<file path="src/common/dac_pkg.sv">
package dac_pkg;

	// ~~~~~~~~~~~~~~~~~~~~~~~~~~~~~~~~~~~~~~~~~~~~~~~~~~~~~~~~~~~~
	// widths
	typedef logic [15:0] sample_t;       // one dac sample.
	typedef logic [3:0]  scale_t;        // right shift applied to every sample.
	typedef logic [15:0] burst_t;        // batches per run.
	typedef logic [7:0]  axil_addr_t;
	typedef logic [31:0] axil_data_t;

	typedef enum logic [1:0] {
		OP_CONFIG,
		OP_TRIG,
		OP_SHIFT,
		OP_HALT
	} dac_op_e;

	typedef enum logic [1:0] {
		IDLE,
		SEND,
		WAIT_IDLE,
		HALT
	} dac_seq_state_e;

	typedef struct packed {
		dac_op_e op;
		scale_t  scale;
		burst_t  burst;
	} dac_cmd_t;

	typedef struct packed {
		logic   busy;
		burst_t batches_sent;
	} gen_status_t;

	// ~~~~~~~~~~~~~~~~~~~~~~~~~~~~~~~~~~~~~~~~~~~~~~~~~~~~~~~~~~~~
	// register map, byte addresses
	localparam axil_addr_t REG_CTRL      = 8'h00; // bit0 trig, bit1 shift, bit2 halt.
	localparam axil_addr_t REG_SCALE     = 8'h04;
	localparam axil_addr_t REG_BURST     = 8'h08;
	localparam axil_addr_t REG_STATUS    = 8'h0C; // read only.
	localparam axil_addr_t REG_SEED_BASE = 8'h10; // one word per lane.

	localparam logic [1:0] AXI_RESP_OKAY = 2'b00;
	localparam sample_t    LFSR_TAPS     = 16'hB400; // galois mask.

endpackage

</file>
<file path="src/axil_cfg_regs.sv">
`timescale 1ns/1ps

module axil_cfg_regs
	import dac_pkg::*;
#(
	parameter int BATCH_SIZE = 4
) (
	input  logic                         ps_clk,
	input  logic                         ps_rst,
	input  axil_addr_t                   awaddr,
	input  logic                         awvalid,
	output logic                         awready,
	input  axil_data_t                   wdata,
	input  logic [3:0]                   wstrb,
	input  logic                         wvalid,
	output logic                         wready,
	output logic [1:0]                   bresp,
	output logic                         bvalid,
	input  logic                         bready,
	input  axil_addr_t                   araddr,
	input  logic                         arvalid,
	output logic                         arready,
	output axil_data_t                   rdata,
	output logic [1:0]                   rresp,
	output logic                         rvalid,
	input  logic                         rready,
	output scale_t                       scale,
	output burst_t                       burst,
	output sample_t [BATCH_SIZE-1:0]     seeds,
	output logic                         fresh_trig,
	output logic                         fresh_shift,
	output logic                         fresh_halt,
	output logic                         cfg_changed,
	input  gen_status_t                  status
);

	logic       wr_go;
	logic       rd_go;
	axil_data_t rd_word;

	assign wr_go   = awvalid && wvalid && !bvalid; // address and data taken together.
	assign awready = wr_go;
	assign wready  = wr_go;
	assign rd_go   = arvalid && !rvalid;
	assign arready = rd_go;
	assign bresp   = AXI_RESP_OKAY;
	assign rresp   = AXI_RESP_OKAY;

	// ~~~~~~~~~~~~~~~~~~~~~~~~~~~~~~~~~~~~~~~~~~~~~~~~~~~~~~~~~~~~
	// write side
	always_ff @(posedge ps_clk) begin
		if (ps_rst) begin
			bvalid      <= 1'b0;
			fresh_trig  <= 1'b0;
			fresh_shift <= 1'b0;
			fresh_halt  <= 1'b0;
			cfg_changed <= 1'b0;
			scale       <= '0;
			burst       <= '0;
			seeds       <= '0;
		end else begin
			fresh_trig  <= 1'b0; // pulses last one cycle.
			fresh_shift <= 1'b0;
			fresh_halt  <= 1'b0;
			cfg_changed <= 1'b0;
			if (bvalid && bready)
				bvalid <= 1'b0;
			if (wr_go) begin
				bvalid <= 1'b1;
				case (awaddr)
					REG_CTRL: begin
						if (wstrb[0]) begin
							fresh_trig  <= wdata[0];
							fresh_shift <= wdata[1];
							fresh_halt  <= wdata[2];
						end
					end
					REG_SCALE: begin
						if (wstrb[0]) begin
							scale       <= wdata[3:0];
							cfg_changed <= 1'b1;
						end
					end
					REG_BURST: begin
						if (wstrb[0])
							burst[7:0] <= wdata[7:0];
						if (wstrb[1])
							burst[15:8] <= wdata[15:8];
						cfg_changed <= |wstrb[1:0];
					end
					default: ;
				endcase
				for (int i = 0; i < BATCH_SIZE; i++) begin
					if (awaddr == REG_SEED_BASE + axil_addr_t'(4 * i)) begin
						if (wstrb[0])
							seeds[i][7:0] <= wdata[7:0];
						if (wstrb[1])
							seeds[i][15:8] <= wdata[15:8];
					end
				end
			end
		end
	end

	// ~~~~~~~~~~~~~~~~~~~~~~~~~~~~~~~~~~~~~~~~~~~~~~~~~~~~~~~~~~~~
	// read side
	always_comb begin
		rd_word = '0; // ctrl and unmapped read as zero.
		case (araddr)
			REG_SCALE:  rd_word = {28'b0, scale};
			REG_BURST:  rd_word = {16'b0, burst};
			REG_STATUS: rd_word = {status.batches_sent, 15'b0, status.busy};
			default: ;
		endcase
		for (int i = 0; i < BATCH_SIZE; i++) begin
			if (araddr == REG_SEED_BASE + axil_addr_t'(4 * i))
				rd_word = {16'b0, seeds[i]};
		end
	end

	always_ff @(posedge ps_clk) begin
		if (ps_rst) begin
			rvalid <= 1'b0;
		end else begin
			if (rvalid && rready)
				rvalid <= 1'b0;
			if (rd_go)
				rvalid <= 1'b1;
		end
	end

	always_ff @(posedge ps_clk) begin
		if (rd_go)
			rdata <= rd_word;
	end

endmodule

</file>
<file path="src/dac_cmd_sequencer.sv">
`timescale 1ns/1ps

module dac_cmd_sequencer
	import dac_pkg::*;
#(
	parameter int BATCH_SIZE = 4
) (
	input  logic                     ps_clk,
	input  logic                     ps_rst,
	input  logic                     fresh_trig,
	input  logic                     fresh_shift,
	input  logic                     fresh_halt,
	input  logic                     cfg_changed,
	input  scale_t                   scale,
	input  burst_t                   burst,
	input  sample_t [BATCH_SIZE-1:0] seeds,
	input  gen_status_t              status,
	output dac_cmd_t                 cmd,
	output logic                     cmd_valid,
	output sample_t [BATCH_SIZE-1:0] cmd_seeds,
	input  logic                     cmd_ready
);

	dac_seq_state_e state;
	logic           trig_pend, shift_pend, halt_pend, cfg_pend;
	logic           trig_req, shift_req, halt_req, cfg_req;
	logic           cmd_xfer;

	// a request is either arriving now or parked from an earlier cycle.
	assign trig_req  = trig_pend | fresh_trig;
	assign shift_req = shift_pend | fresh_shift;
	assign halt_req  = halt_pend | fresh_halt;
	assign cfg_req   = cfg_pend | cfg_changed;
	assign cmd_xfer  = cmd_valid && cmd_ready;

	always_ff @(posedge ps_clk) begin
		if (ps_rst) begin
			state      <= IDLE;
			cmd_valid  <= 1'b0;
			cmd        <= '0;
			trig_pend  <= 1'b0;
			shift_pend <= 1'b0;
			halt_pend  <= 1'b0;
			cfg_pend   <= 1'b0;
		end else begin
			trig_pend  <= trig_req;
			shift_pend <= shift_req;
			halt_pend  <= halt_req;
			cfg_pend   <= cfg_req;
			case (state)
				IDLE: begin
					if (halt_req) begin
						halt_pend <= 1'b0;
						cmd       <= '{op: OP_HALT, scale: scale, burst: burst};
						cmd_valid <= 1'b1;
						state     <= HALT;
					end else if (shift_req || trig_req) begin
						if (shift_req)
							shift_pend <= 1'b0;
						else
							trig_pend <= 1'b0;
						cmd <= '{op: shift_req ? OP_SHIFT : OP_TRIG, scale: scale, burst: burst};
						if (status.busy) begin
							state <= WAIT_IDLE; // park until the burst ends.
						end else begin
							cmd_valid <= 1'b1;
							state     <= SEND;
						end
					end else if (cfg_req) begin
						cfg_pend  <= 1'b0;
						cmd       <= '{op: OP_CONFIG, scale: scale, burst: burst};
						cmd_valid <= 1'b1;
						state     <= SEND;
					end
				end
				WAIT_IDLE: begin
					if (halt_req) begin
						halt_pend <= 1'b0; // parked run is dropped.
						cmd       <= '{op: OP_HALT, scale: scale, burst: burst};
						cmd_valid <= 1'b1;
						state     <= HALT;
					end else if (!status.busy) begin
						cmd_valid <= 1'b1;
						state     <= SEND;
					end
				end
				SEND: begin
					if (cmd_xfer) begin
						cmd_valid <= 1'b0;
						state     <= IDLE;
					end
				end
				HALT: begin
					if (cmd_xfer) begin
						cmd_valid  <= 1'b0;
						trig_pend  <= 1'b0; // runs queued behind a halt are cancelled.
						shift_pend <= 1'b0;
						state      <= IDLE;
					end
				end
				default: state <= IDLE;
			endcase
		end
	end

	// seed snapshot for a shift run.
	always_ff @(posedge ps_clk) begin
		if (state == IDLE && !halt_req && shift_req)
			cmd_seeds <= seeds;
	end

	a_cmd_hold: assert property (@(posedge ps_clk) disable iff (ps_rst)
		cmd_valid && !cmd_ready |=> cmd_valid && $stable(cmd));

endmodule

</file>
<file path="src/sample_gen/lfsr_bank.sv">
`timescale 1ns/1ps

module lfsr_bank
	import dac_pkg::*;
#(
	parameter int BATCH_SIZE = 4
) (
	input  logic                     ps_clk,
	input  logic                     ps_rst,
	input  logic                     load,
	input  sample_t [BATCH_SIZE-1:0] seeds,
	input  logic                     step,
	output sample_t [BATCH_SIZE-1:0] lanes
);

	sample_t [BATCH_SIZE-1:0] state;

	function automatic sample_t lfsr_next(input sample_t s);
		return s[0] ? ((s >> 1) ^ LFSR_TAPS) : (s >> 1);
	endfunction

	// lanes show one step ahead, so the first batch is seed stepped once.
	always_comb begin
		for (int i = 0; i < BATCH_SIZE; i++)
			lanes[i] = lfsr_next(state[i]);
	end

	always_ff @(posedge ps_clk) begin
		if (ps_rst)
			state <= '0; // a zero seed stays at zero.
		else if (load)
			state <= seeds;
		else if (step)
			state <= lanes;
	end

endmodule

</file>
<file path="src/sample_gen/sample_generator.sv">
`timescale 1ns/1ps

module sample_generator
	import dac_pkg::*;
#(
	parameter int BATCH_SIZE = 4
) (
	input  logic                     ps_clk,
	input  logic                     ps_rst,
	input  dac_cmd_t                 cmd,
	input  logic                     cmd_valid,
	output logic                     cmd_ready,
	input  sample_t [BATCH_SIZE-1:0] cmd_seeds,
	output sample_t [BATCH_SIZE-1:0] batch,
	output logic                     batch_valid,
	input  logic                     batch_ready,
	output gen_status_t              status,
	output scale_t                   active_scale
);

	logic                     busy, shift_mode;
	logic                     cmd_xfer, run_start, batch_xfer, last_batch;
	burst_t                   burst_len, sent;
	logic [16:0]              phase; // global index of lane 0.
	sample_t [BATCH_SIZE-1:0] lanes, tri_batch;

	assign cmd_ready   = !busy || cmd.op == OP_HALT || cmd.op == OP_CONFIG;
	assign cmd_xfer    = cmd_valid && cmd_ready;
	assign run_start   = cmd_xfer && (cmd.op == OP_TRIG || cmd.op == OP_SHIFT);
	assign batch_valid = busy;
	assign batch_xfer  = busy && batch_ready;
	assign last_batch  = sent == burst_len - 16'd1;
	assign status      = '{busy: busy, batches_sent: sent};

	// ~~~~~~~~~~~~~~~~~~~~~~~~~~~~~~~~~~~~~~~~~~~~~~~~~~~~~~~~~~~~
	// triangle source: rising half then falling half of a 2^17 period
	always_comb begin
		logic [16:0] p;
		for (int i = 0; i < BATCH_SIZE; i++) begin
			p            = phase + 17'(i);
			tri_batch[i] = p[16] ? ~p[15:0] : p[15:0];
		end
	end

	assign batch = shift_mode ? lanes : tri_batch;

	lfsr_bank #(.BATCH_SIZE(BATCH_SIZE)) u_lfsr (
		.ps_clk (ps_clk),
		.ps_rst (ps_rst),
		.load   (run_start && cmd.op == OP_SHIFT),
		.seeds  (cmd_seeds),
		.step   (batch_xfer && shift_mode),
		.lanes  (lanes)
	);

	always_ff @(posedge ps_clk) begin
		if (ps_rst) begin
			busy         <= 1'b0;
			shift_mode   <= 1'b0;
			sent         <= '0;
			burst_len    <= '0;
			phase        <= '0;
			active_scale <= '0;
		end else begin
			if (batch_xfer) begin
				sent  <= sent + 16'd1;
				phase <= phase + 17'(BATCH_SIZE);
				if (last_batch)
					busy <= 1'b0;
			end
			if (cmd_xfer) begin
				case (cmd.op)
					OP_CONFIG: active_scale <= cmd.scale;
					OP_HALT:   busy <= 1'b0; // burst ends, scaler keeps its entry.
					default: begin
						busy         <= cmd.burst != '0;
						shift_mode   <= cmd.op == OP_SHIFT;
						sent         <= '0;
						burst_len    <= cmd.burst;
						phase        <= '0;
						active_scale <= cmd.scale;
					end
				endcase
			end
		end
	end

	a_burst_bound: assert property (@(posedge ps_clk) disable iff (ps_rst)
		status.batches_sent <= burst_len);

endmodule

</file>
<file path="src/batch_scaler.sv">
`timescale 1ns/1ps

module batch_scaler
	import dac_pkg::*;
#(
	parameter int BATCH_SIZE = 4
) (
	input  logic                     ps_clk,
	input  logic                     ps_rst,
	input  sample_t [BATCH_SIZE-1:0] batch,
	input  logic                     batch_valid,
	output logic                     batch_ready,
	input  scale_t                   scale,
	output sample_t [BATCH_SIZE-1:0] dac_batch,
	output logic                     dac_valid,
	input  logic                     dac_rdy
);

	logic take;

	assign batch_ready = !dac_valid || dac_rdy; // empty or draining.
	assign take        = batch_valid && batch_ready;

	always_ff @(posedge ps_clk) begin
		if (ps_rst)
			dac_valid <= 1'b0;
		else if (take)
			dac_valid <= 1'b1;
		else if (dac_rdy)
			dac_valid <= 1'b0;
	end

	always_ff @(posedge ps_clk) begin
		if (take) begin
			for (int i = 0; i < BATCH_SIZE; i++)
				dac_batch[i] <= batch[i] >> scale;
		end
	end

	a_dac_hold: assert property (@(posedge ps_clk) disable iff (ps_rst)
		dac_valid && !dac_rdy |=> dac_valid && $stable(dac_batch));

endmodule

</file>
<file path="src/dac_subsystem.sv">
`timescale 1ns/1ps

module dac_subsystem
	import dac_pkg::*;
#(
	parameter int BATCH_SIZE = 4
) (
	input  logic                     ps_clk,
	input  logic                     ps_rst,
	input  axil_addr_t               awaddr,
	input  logic                     awvalid,
	output logic                     awready,
	input  axil_data_t               wdata,
	input  logic [3:0]               wstrb,
	input  logic                     wvalid,
	output logic                     wready,
	output logic [1:0]               bresp,
	output logic                     bvalid,
	input  logic                     bready,
	input  axil_addr_t               araddr,
	input  logic                     arvalid,
	output logic                     arready,
	output axil_data_t               rdata,
	output logic [1:0]               rresp,
	output logic                     rvalid,
	input  logic                     rready,
	output sample_t [BATCH_SIZE-1:0] dac_batch,
	output logic                     dac_valid,
	input  logic                     dac_rdy
);

	scale_t                   scale, active_scale;
	burst_t                   burst;
	sample_t [BATCH_SIZE-1:0] seeds, cmd_seeds, batch;
	logic                     fresh_trig, fresh_shift, fresh_halt, cfg_changed;
	dac_cmd_t                 cmd;
	logic                     cmd_valid, cmd_ready;
	logic                     batch_valid, batch_ready;
	gen_status_t              status;

	axil_cfg_regs #(.BATCH_SIZE(BATCH_SIZE)) u_regs (
		.ps_clk      (ps_clk),
		.ps_rst      (ps_rst),
		.awaddr      (awaddr),
		.awvalid     (awvalid),
		.awready     (awready),
		.wdata       (wdata),
		.wstrb       (wstrb),
		.wvalid      (wvalid),
		.wready      (wready),
		.bresp       (bresp),
		.bvalid      (bvalid),
		.bready      (bready),
		.araddr      (araddr),
		.arvalid     (arvalid),
		.arready     (arready),
		.rdata       (rdata),
		.rresp       (rresp),
		.rvalid      (rvalid),
		.rready      (rready),
		.scale       (scale),
		.burst       (burst),
		.seeds       (seeds),
		.fresh_trig  (fresh_trig),
		.fresh_shift (fresh_shift),
		.fresh_halt  (fresh_halt),
		.cfg_changed (cfg_changed),
		.status      (status)
	);

	dac_cmd_sequencer #(.BATCH_SIZE(BATCH_SIZE)) u_seq (
		.ps_clk      (ps_clk),
		.ps_rst      (ps_rst),
		.fresh_trig  (fresh_trig),
		.fresh_shift (fresh_shift),
		.fresh_halt  (fresh_halt),
		.cfg_changed (cfg_changed),
		.scale       (scale),
		.burst       (burst),
		.seeds       (seeds),
		.status      (status),
		.cmd         (cmd),
		.cmd_valid   (cmd_valid),
		.cmd_seeds   (cmd_seeds),
		.cmd_ready   (cmd_ready)
	);

	sample_generator #(.BATCH_SIZE(BATCH_SIZE)) u_gen (
		.ps_clk       (ps_clk),
		.ps_rst       (ps_rst),
		.cmd          (cmd),
		.cmd_valid    (cmd_valid),
		.cmd_ready    (cmd_ready),
		.cmd_seeds    (cmd_seeds),
		.batch        (batch),
		.batch_valid  (batch_valid),
		.batch_ready  (batch_ready),
		.status       (status),
		.active_scale (active_scale)
	);

	batch_scaler #(.BATCH_SIZE(BATCH_SIZE)) u_scaler (
		.ps_clk      (ps_clk),
		.ps_rst      (ps_rst),
		.batch       (batch),
		.batch_valid (batch_valid),
		.batch_ready (batch_ready),
		.scale       (active_scale),
		.dac_batch   (dac_batch),
		.dac_valid   (dac_valid),
		.dac_rdy     (dac_rdy)
	);

endmodule

</file>
<file path="config.mk">
export PLATFORM = sky130hd
export DESIGN_NAME = dac_subsystem
export DESIGN_NICKNAME = d
export VERILOG_FILES = /design/src/common/dac_pkg.sv /design/src/axil_cfg_regs.sv /design/src/dac_cmd_sequencer.sv /design/src/sample_gen/lfsr_bank.sv /design/src/sample_gen/sample_generator.sv /design/src/batch_scaler.sv /design/src/dac_subsystem.sv
export SDC_FILE = /design/constraint.sdc
export NUM_CORES = 1
export LEC_CHECK = 0
export BUFFER_PORTS_ARGS = -buffer_cell sky130_fd_sc_hd__buf_2
export CAP_MARGIN = 20
export CORE_ASPECT_RATIO = 1.75
export CORE_MARGIN = 3
export CORE_UTILIZATION = 45
export CTS_BUF_LIST = sky130_fd_sc_hd__clkbuf_8
export DETAILED_ROUTE_END_ITERATION = 7
export PLACE_DENSITY = 0.61
export REMOVE_ABC_BUFFERS = 1
export SYNTH_ARGS = -nofsm -noshare
export SYNTH_HDL_FRONTEND = slang
export SYNTH_SLANG_ARGS = --single-unit
</file>
<file path="constraint.sdc">
create_clock -name ps_clk -period 10.2 [get_ports ps_clk]
set_clock_uncertainty 0.05 [all_clocks]
set_input_delay 2.04 -clock ps_clk [delete_from_list [all_inputs] [get_ports ps_clk]]
set_output_delay 2.04 -clock ps_clk [all_outputs]
set_load 0.02 [all_outputs]
</file>
==> results by group, run 1 <==
Timing
  • Fmax: 197 MHz
  • Tmin final: just over 5000 ps
  • Final Hold Viols: 0
  • RSZ-0062 raised after global routing: false
  • Final worst path period share: 49.8%
  • Worst Slack Setup Final: 5120 ps
  • Slew Limit Fails: 0
  • Relative slew slack: 29.1%
  • Worst-Margin Slew: 1060 ps
  • Final setup fails: 0
  • Setup TNS: 0 ps

Clock network
  • CTS tree: built
  • Setup bufs post-CTS: 0
  • H-tree depth: 2
  • Resize count post-CTS: 0
  • Clock sink count: 397
  • CTS clock-pin slew for the worst setup and hold paths: ~70 ps
  • Clk_lat worst skew: 640 ps
  • CTS Buf Count: 57
  • Cts hold-fix bufs: 0
  • CTS root buf: clkbuf_8
  • CTS max path bufs: 3

Routing
  • Initial DRC Count: 1004
  • Mean routed wirelength per cell: 20.0 um
  • DRT Pass-1 Iters: 5
  • Via Count: 15103
  • Final WL: between 50 and 60 mm
  • Drt drc: 0
  • Vias/cell: 5.70
  • Final ANT Viol Nets: 0

Global routing
  • Largest net degree at the start of global routing: 81
  • Gr ovfl total: 0
  • GRT Util Overall: ~23%
  • First-pass GRT wire length: 82.6 mm
  • Number of global-route vias before repair: 14808
  • Initial antenna violation count: 2

Critical path
  • CP most frequent cell: buf_2
  • CP delay by family, top: buffers and inverters
  • Type of origin of the critical path: primary input
  • Critical Path AT: roughly 3000 ps
  • Crit-path slowest cell: buf_4
  • Worst path cell trace: buf_2 > nor2b_4 > buf_4 > buf_2
  • Crit path buf inv count: 3
  • CP max stage delay: 450 ps
  • Crit-path max FO: 33
  • Crit path capture type: primary output
  • CP required: 8110 ps
  • WS Path Type: primary input to primary output

Job
  • Max_cap viols: 0

Final layout
  • Area Overhead vs Synth: 11.9%
  • Final design utilization: 51.1%
  • Share of layout cells above drive strength 1: 15.7%
  • Final #Nets: 2116
  • Filler Cells Inserted: between 3000 and 4000

Placement
  • GP Congestion: 0.918
  • PortBufs: 143
  • Pre-CTS setup slack: 5110 ps
  • Dpl hpwl: 38.7 mm

Floorplan
  • Core Region: 41700 sq um
  • Row count: 99
  • Initial Util: 45.6%
  • IO Pins: between 150 and 200
  • Die area: 44900 sq um
  • Die H: 278 um
  • Die X: 162 um

Yosys
  • Sequential-to-total area share from yosys stat: 50.1%
  • Synth Instances: 1962
  • Synth Cell Area: 19000 sq um
  • Number of synthesized flops with an enable pin: 160
  • Synth area leader: edfxtp_1
  • Dominant synthesized flop cell: dfxtp_1
  • Yosys warns: 0
  • Asr flop ratio synth: 0%
  • Post-Syn Area per Cell: around 9.7 sq um
  • Synth Register Bits: 397
  • Area contributors post-synth: edfxtp_1, dfxtp_1, mux2i_1
  • Yosys top cell area share: 25.2%
  • Synth unique cells: 72

Power
  • Overall power: 3290 uW
  • Max VDD drop: 92.8 uV
  • Power density cells: 154 nW/um^2
  • Pleak: 0.00763 uW

Run status
  • Run status: finished clean

Min path
  • Hold crit path type: register to register
[per-layer routing]
metal,share of wire [%],vias up,GRT usage [%],routed length (um)
met5,0.019,-,0,10
met4,7.1,2,15.0,3770
met3,4.2,167,2.44,2220
met2,52,467,42.6,27500
met1,37,7229,24.8,19600
li1,-,7238,-,-
[synthesized netlist by cell type, types with 14 or more instances]
cell type / instances
mux4_2: 17
a311oi_1: 57
mux2i_1: 165
edfxtp_1: 160
nor4_1: 14
nor3_1: 19
dfxtp_1: 237
buf_2: 16
nand2_1: 282
inv_1: 20
o21ai_0: 47
xnor2_1: 33
o22ai_1: 16
a211oi_1: 28
a22o_1: 33
clkbuf_1: 117
a21oi_1: 96
xor2_1: 41
nor2_1: 283
o211ai_1: 19
nand3_1: 25
and3_1: 23
nor2b_1: 16
mux2_2: 21
[cell usage in the layout, fill, tap and decap left out, drive strengths merged, types with 23 or more instances in the layout]
cell / synthesis / final
xor2: 41 / 41
mux2i: 165 / 165
buf: 29 / 168
clkinv: 0 / 28
nand3: 25 / 25
a311oi: 57 / 57
o21ai: 58 / 58
a22o: 33 / 33
clkbuf: 117 / 59
and3: 23 / 23
edfxtp: 160 / 160
a21oi: 96 / 96
nor2: 290 / 290
xnor2: 33 / 33
nand2: 282 / 282
a211oi: 28 / 28
dfxtp: 237 / 237
inv: 24 / 39
[worst paths after layout]
kind	end	from	cells after the start	slack [ps]
setup reg to reg	u_scaler.dac_batch[3]$_DFFE_PP_	u_gen.active_scale[0]$_SDFFE_PP0P_	8	6980
hold reg to reg	u_seq.cmd_seeds[50]$_DFFE_PP_	u_regs.seeds[50]$_SDFFE_PP0P_	0	410
hold / removal	u_seq.cmd_seeds[50]$_DFFE_PP_	u_regs.seeds[50]$_SDFFE_PP0P_	0	410
setup / recovery	arready	arvalid	4	5120
[cells by family (layout without fill, tap and decap cells)]
family	count (synthesis)	after routing	share of synthesized area (%)
other	1	5	0.0197
buffers and inverters	170	299	3.55
adder cells (fa/ha/maj)	10	10	0.657
AO/OA/AOI/OAI	379	379	13.7
AND/OR/NAND/NOR	727	727	16.5
XOR/XNOR	74	74	3.40
multiplexers	204	204	12.0
flip-flops	397	397	50.1
[final cells by class]
cell class                      count  area (sq um)  share of cell area [%]
Tap cell                          555           694                    3.26
Clock inverter                     48           364                    1.71
Sequential cell                   397          9550                    44.8
Timing Repair Buffer              168           910                    4.27
Multi-Input combinational cell   1398          8890                    41.7
Antenna cell                        1          2.50                  0.0117
Clock buffer                       59           812                    3.81
Inverter                           24          90.1                   0.423
[state kept, by name, summed over array words and instances, names as in the netlist, 2 cells and up]
name and flops:
u_gen.active_scale 4, u_seq.cmd_seeds 64, u_seq.state 2, u_gen.burst_len 16, u_seq.cmd 22, u_regs.rdata 32, u_regs.burst 16, u_gen.u_lfsr.state 64
u_scaler.dac_batch 64, u_gen.phase 15, u_regs.scale 4, u_regs.seeds 64, u_gen.sent 16
[metrics by stage]
| stage | hold slack, ps | cell area, sq um | std cells |
|---|---|---|---|
| after floorplan | 372 | 18500 | 1819 |
| after global placement | 392 | 20100 | 2542 |
| after detailed placement | 398 | 20100 | 2542 |
| after CTS | 410 | 21300 | 2649 |
| after global routing | 430 | 21300 | 2650 |
| final | 413 | 21300 | 2650 |
[where the power goes]
| part | internal (uW) | switching, uW | total, uW | leakage, uW |
|---|---|---|---|---|
| logic | 82.9 | 181 | 264 | 0.00365 |
| clock network | 674 | 630 | 1300 | 0.000664 |
| registers | 1680 | 42.9 | 1720 | 0.00331 |
[worst reg2reg max path, stage by stage (launching register included)]
cell and delay [ps]:
dfxtp_2 310, buf_4 340, buf_4 580, mux2i_1 310, xnor2_1 160, o21ai_0 260, nor2_1 120, a211oi_1 600
a211oi_1 180
Power figures use the tool's default switching activity.
==> run 2, diff against run 1 <==
- ABC_AREA: not set -> 1
- clock period: 10.2 -> 5.3 ns (I/O delays scaled with it)
==> run 2 against run 1 <==
Net effect: clock-buffer cell count up 2; register-to-register slack worse by 4700 ps; non-clock buffer count down 4; sequential cell count unchanged; cell count up 17%; cell area down 0.15%; critical path type unchanged; highest routed layer unchanged.
==> results by group, run 2 <==
Critical path
  • Reg2reg path depth: 7
  • CP required: 4190 ps
  • WS Path Type: primary input to primary output
  • RR Startpoint: u_gen.shift_mode$_SDFFE_PP0P_
  • Crit path capture type: primary output
  • R2R setup slack: around 2300 ps
  • Type of origin of the critical path: primary input
  • Reg2reg end: u_gen.u_lfsr.state[60]$_SDFFE_PP0P_
  • Crit-path max FO: 34
  • Critical Path AT: 1970 ps

Yosys
  • Synth Cell Area: 19100 sq um
  • Number of synthesized flops with an enable pin: 160
  • Synth unique cells: 54
  • Synth area leader: edfxtp_1
  • Yosys warns: 0
  • Dominant synthesized flop cell: dfxtp_1
  • Top cells by count, synth: nand2_1, nor2_1, o21ai_0
  • Asr flop ratio synth: 0%
  • Post-Syn Area per Cell: 7.94 sq um
  • Area contributors post-synth: edfxtp_1, dfxtp_1, o21ai_0
  • Count leader, synth: nand2_1
  • Yosys top cell area share: 25.1%
  • Sequential-to-total area share from yosys stat: 49.9%
  • Synth Register Bits: roughly 400
  • Synth Instances: roughly 2400

Global routing
  • GRT Util Overall: 22.9%
  • GR Layer Usage met2: 43.0%
  • GRT busiest layer: met2
  • Largest net degree at the start of global routing: 174
  • Initial antenna violation count: 4
  • Met3 usage: 3.10%
  • First-pass GRT wire length: 82.7 mm
  • Met1 Track Usage GR: 23.9%
  • Gr ovfl total: 0
  • Number of global-route vias before repair: 15491

Run status
  • Run status: finished clean

Final layout
  • Finished Layout Cells: 3095
  • Share of layout cells above drive strength 1: between 10% and 20%
  • Final design utilization: 50.8%
  • Area Overhead vs Synth: 11.2%
  • Filler Cells Inserted: 4189
  • Most frequent cells in the layout: nand2_1, nor2_1, o21ai_0
  • Commonest non-fill, non-tap cell in the layout: nand2_1
  • Final #Nets: 2561

Min path
  • Hold Crit Endpoint: u_seq.cmd_seeds[34]$_DFFE_PP_
  • Hold crit path type: register to register
  • Hold depth: 0
  • HP Start: u_regs.seeds[34]$_SDFFE_PP0P_

Timing
  • Final setup fails: 0
  • RSZ-0062 raised after global routing: false
  • Relative slew slack: between 20% and 30%
  • Setup TNS: 0 ps
  • Slew Limit Fails: 0
  • Fmax: 324 MHz
  • Final worst path period share: roughly three fifths
  • Tmin final: approximately 3100 ps
  • Worst-Margin Slew: 1060 ps
  • Final Hold Viols: 0

Routing
  • Final ANT Viol Nets: 0
  • Final WL: 52.7 mm
  • DRT Pass-1 Iters: 6
  • Initial DRC Count: 1182
  • Mean routed wirelength per cell: between 15 and 20 um
  • Drt drc: 0
  • Vias/cell: between 5 and 6
  • Via Count: 16297

Floorplan
  • Initial Util: 45.7%
  • Die H: 279 um
  • Core Region: around 42000 sq um
  • Die area: around 45000 sq um
  • IO Pins: roughly 170
  • Die X: 162 um
  • Row count: 99

Clock network
  • Cts hold-fix bufs: 0
  • Setup bufs post-CTS: 0
  • CTS tree: built
  • Resize count post-CTS: 0
  • CTS clock-pin slew for the worst setup and hold paths: 70 ps
  • Clk_lat worst skew: 640 ps
  • CTS max path bufs: 3
  • H-tree depth: 2
  • Clock sink count: slightly below 400
  • CTS Buf Count: 56
  • CTS root buf: clkbuf_8

Placement
  • DP Cell Count: 2986
  • GP Congestion: 0.934
  • Dpl hpwl: roughly 40 mm
  • PortBufs: 143

Power
  • Power density cells: approximately 400 nW/um^2
  • Pleak: 0.00877 uW
  • Max VDD drop: 222 uV

Job
  • Max_cap viols: 0
==> run 2: final cells by class <==
cell class / instances / area [sq um] / area share [%]
Inverter: 189 / 711 / 3.34
Antenna cell: 2 / 5.00 / 0.0235
Sequential cell: 397 / 9550 / 44.9
Tap cell: 555 / 694 / 3.26
Multi-Input combinational cell: 1683 / 8210 / 38.6
Timing Repair Buffer: 164 / 911 / 4.28
Clock buffer: 61 / 840 / 3.95
Clock inverter: 44 / 358 / 1.68
==> run 2: power by group <==
part / total (uW) / internal, uW / switching [uW] / leakage (uW)
combinational: 2380 / 751 / 1630 / 0.00461
clock: 2570 / 1360 / 1210 / 0.000669
sequential: 3650 / 3490 / 162 / 0.00350
==> run 2: how the worst max path moves through the flow <==
| stage | from | endpoint | slack (ps) | depth (start not counted) |
|---|---|---|---|---|
| detailed placement | araddr[1] | u_regs.rdata[14]$_DFFE_PP_ | 1780 | 7 |
| finish | arvalid | arready | 2220 | 5 |
| CTS | arvalid | arready | 2190 | 5 |
| global route | u_gen.shift_mode$_SDFFE_PP0P_ | u_gen.u_lfsr.state[28]$_SDFFE_PP0P_ | 1960 | 7 |
| floorplan | ps_rst | u_gen.phase[16]$_SDFF_PP0_ | 830 | 4 |
| global placement | araddr[1] | u_regs.rdata[14]$_DFFE_PP_ | 1780 | 7 |
==> run 2: stage by stage <==
stage                     instance area, sq um  hold WS [ps]  power (uW)  setup WS [ps]
after floorplan                          18500           367        5370            831
after global placement                   20000           389        6040           1780
after detailed placement                 20000           396        6080           1780
after CTS                                21200           380        8670           2190
after global routing                     21300           406        9140           1960
final                                    21300           403        8610           2220
==> run 2: cell families (layout without fill, tap and decap cells) <==
logic type | after synthesis | count (layout) | synth area share [%]
AND/OR/NAND/NOR | 1031 | 1031 | 22.9
AO/OA/AOI/OAI | 588 | 588 | 16.8
flip-flops | 397 | 397 | 49.9
buffers and inverters | 333 | 458 | 7.33
XOR/XNOR | 46 | 46 | 2.11
adder cells (fa/ha/maj) | 10 | 10 | 0.654
multiplexers | 4 | 4 | 0.209
other | 1 | 6 | 0.0196
==> run 2: layer usage <==
layer	share of wire, %	wire [um]
met5	0.072	38
met4	6.7	3510
met3	4.6	2420
met2	53	27700
met1	36	19000
==> run 2: critical path: stages <==
cell and delay (ps):
buf_2 70, inv_1 50, nor2_4 60, buf_4 450, buf_2 260
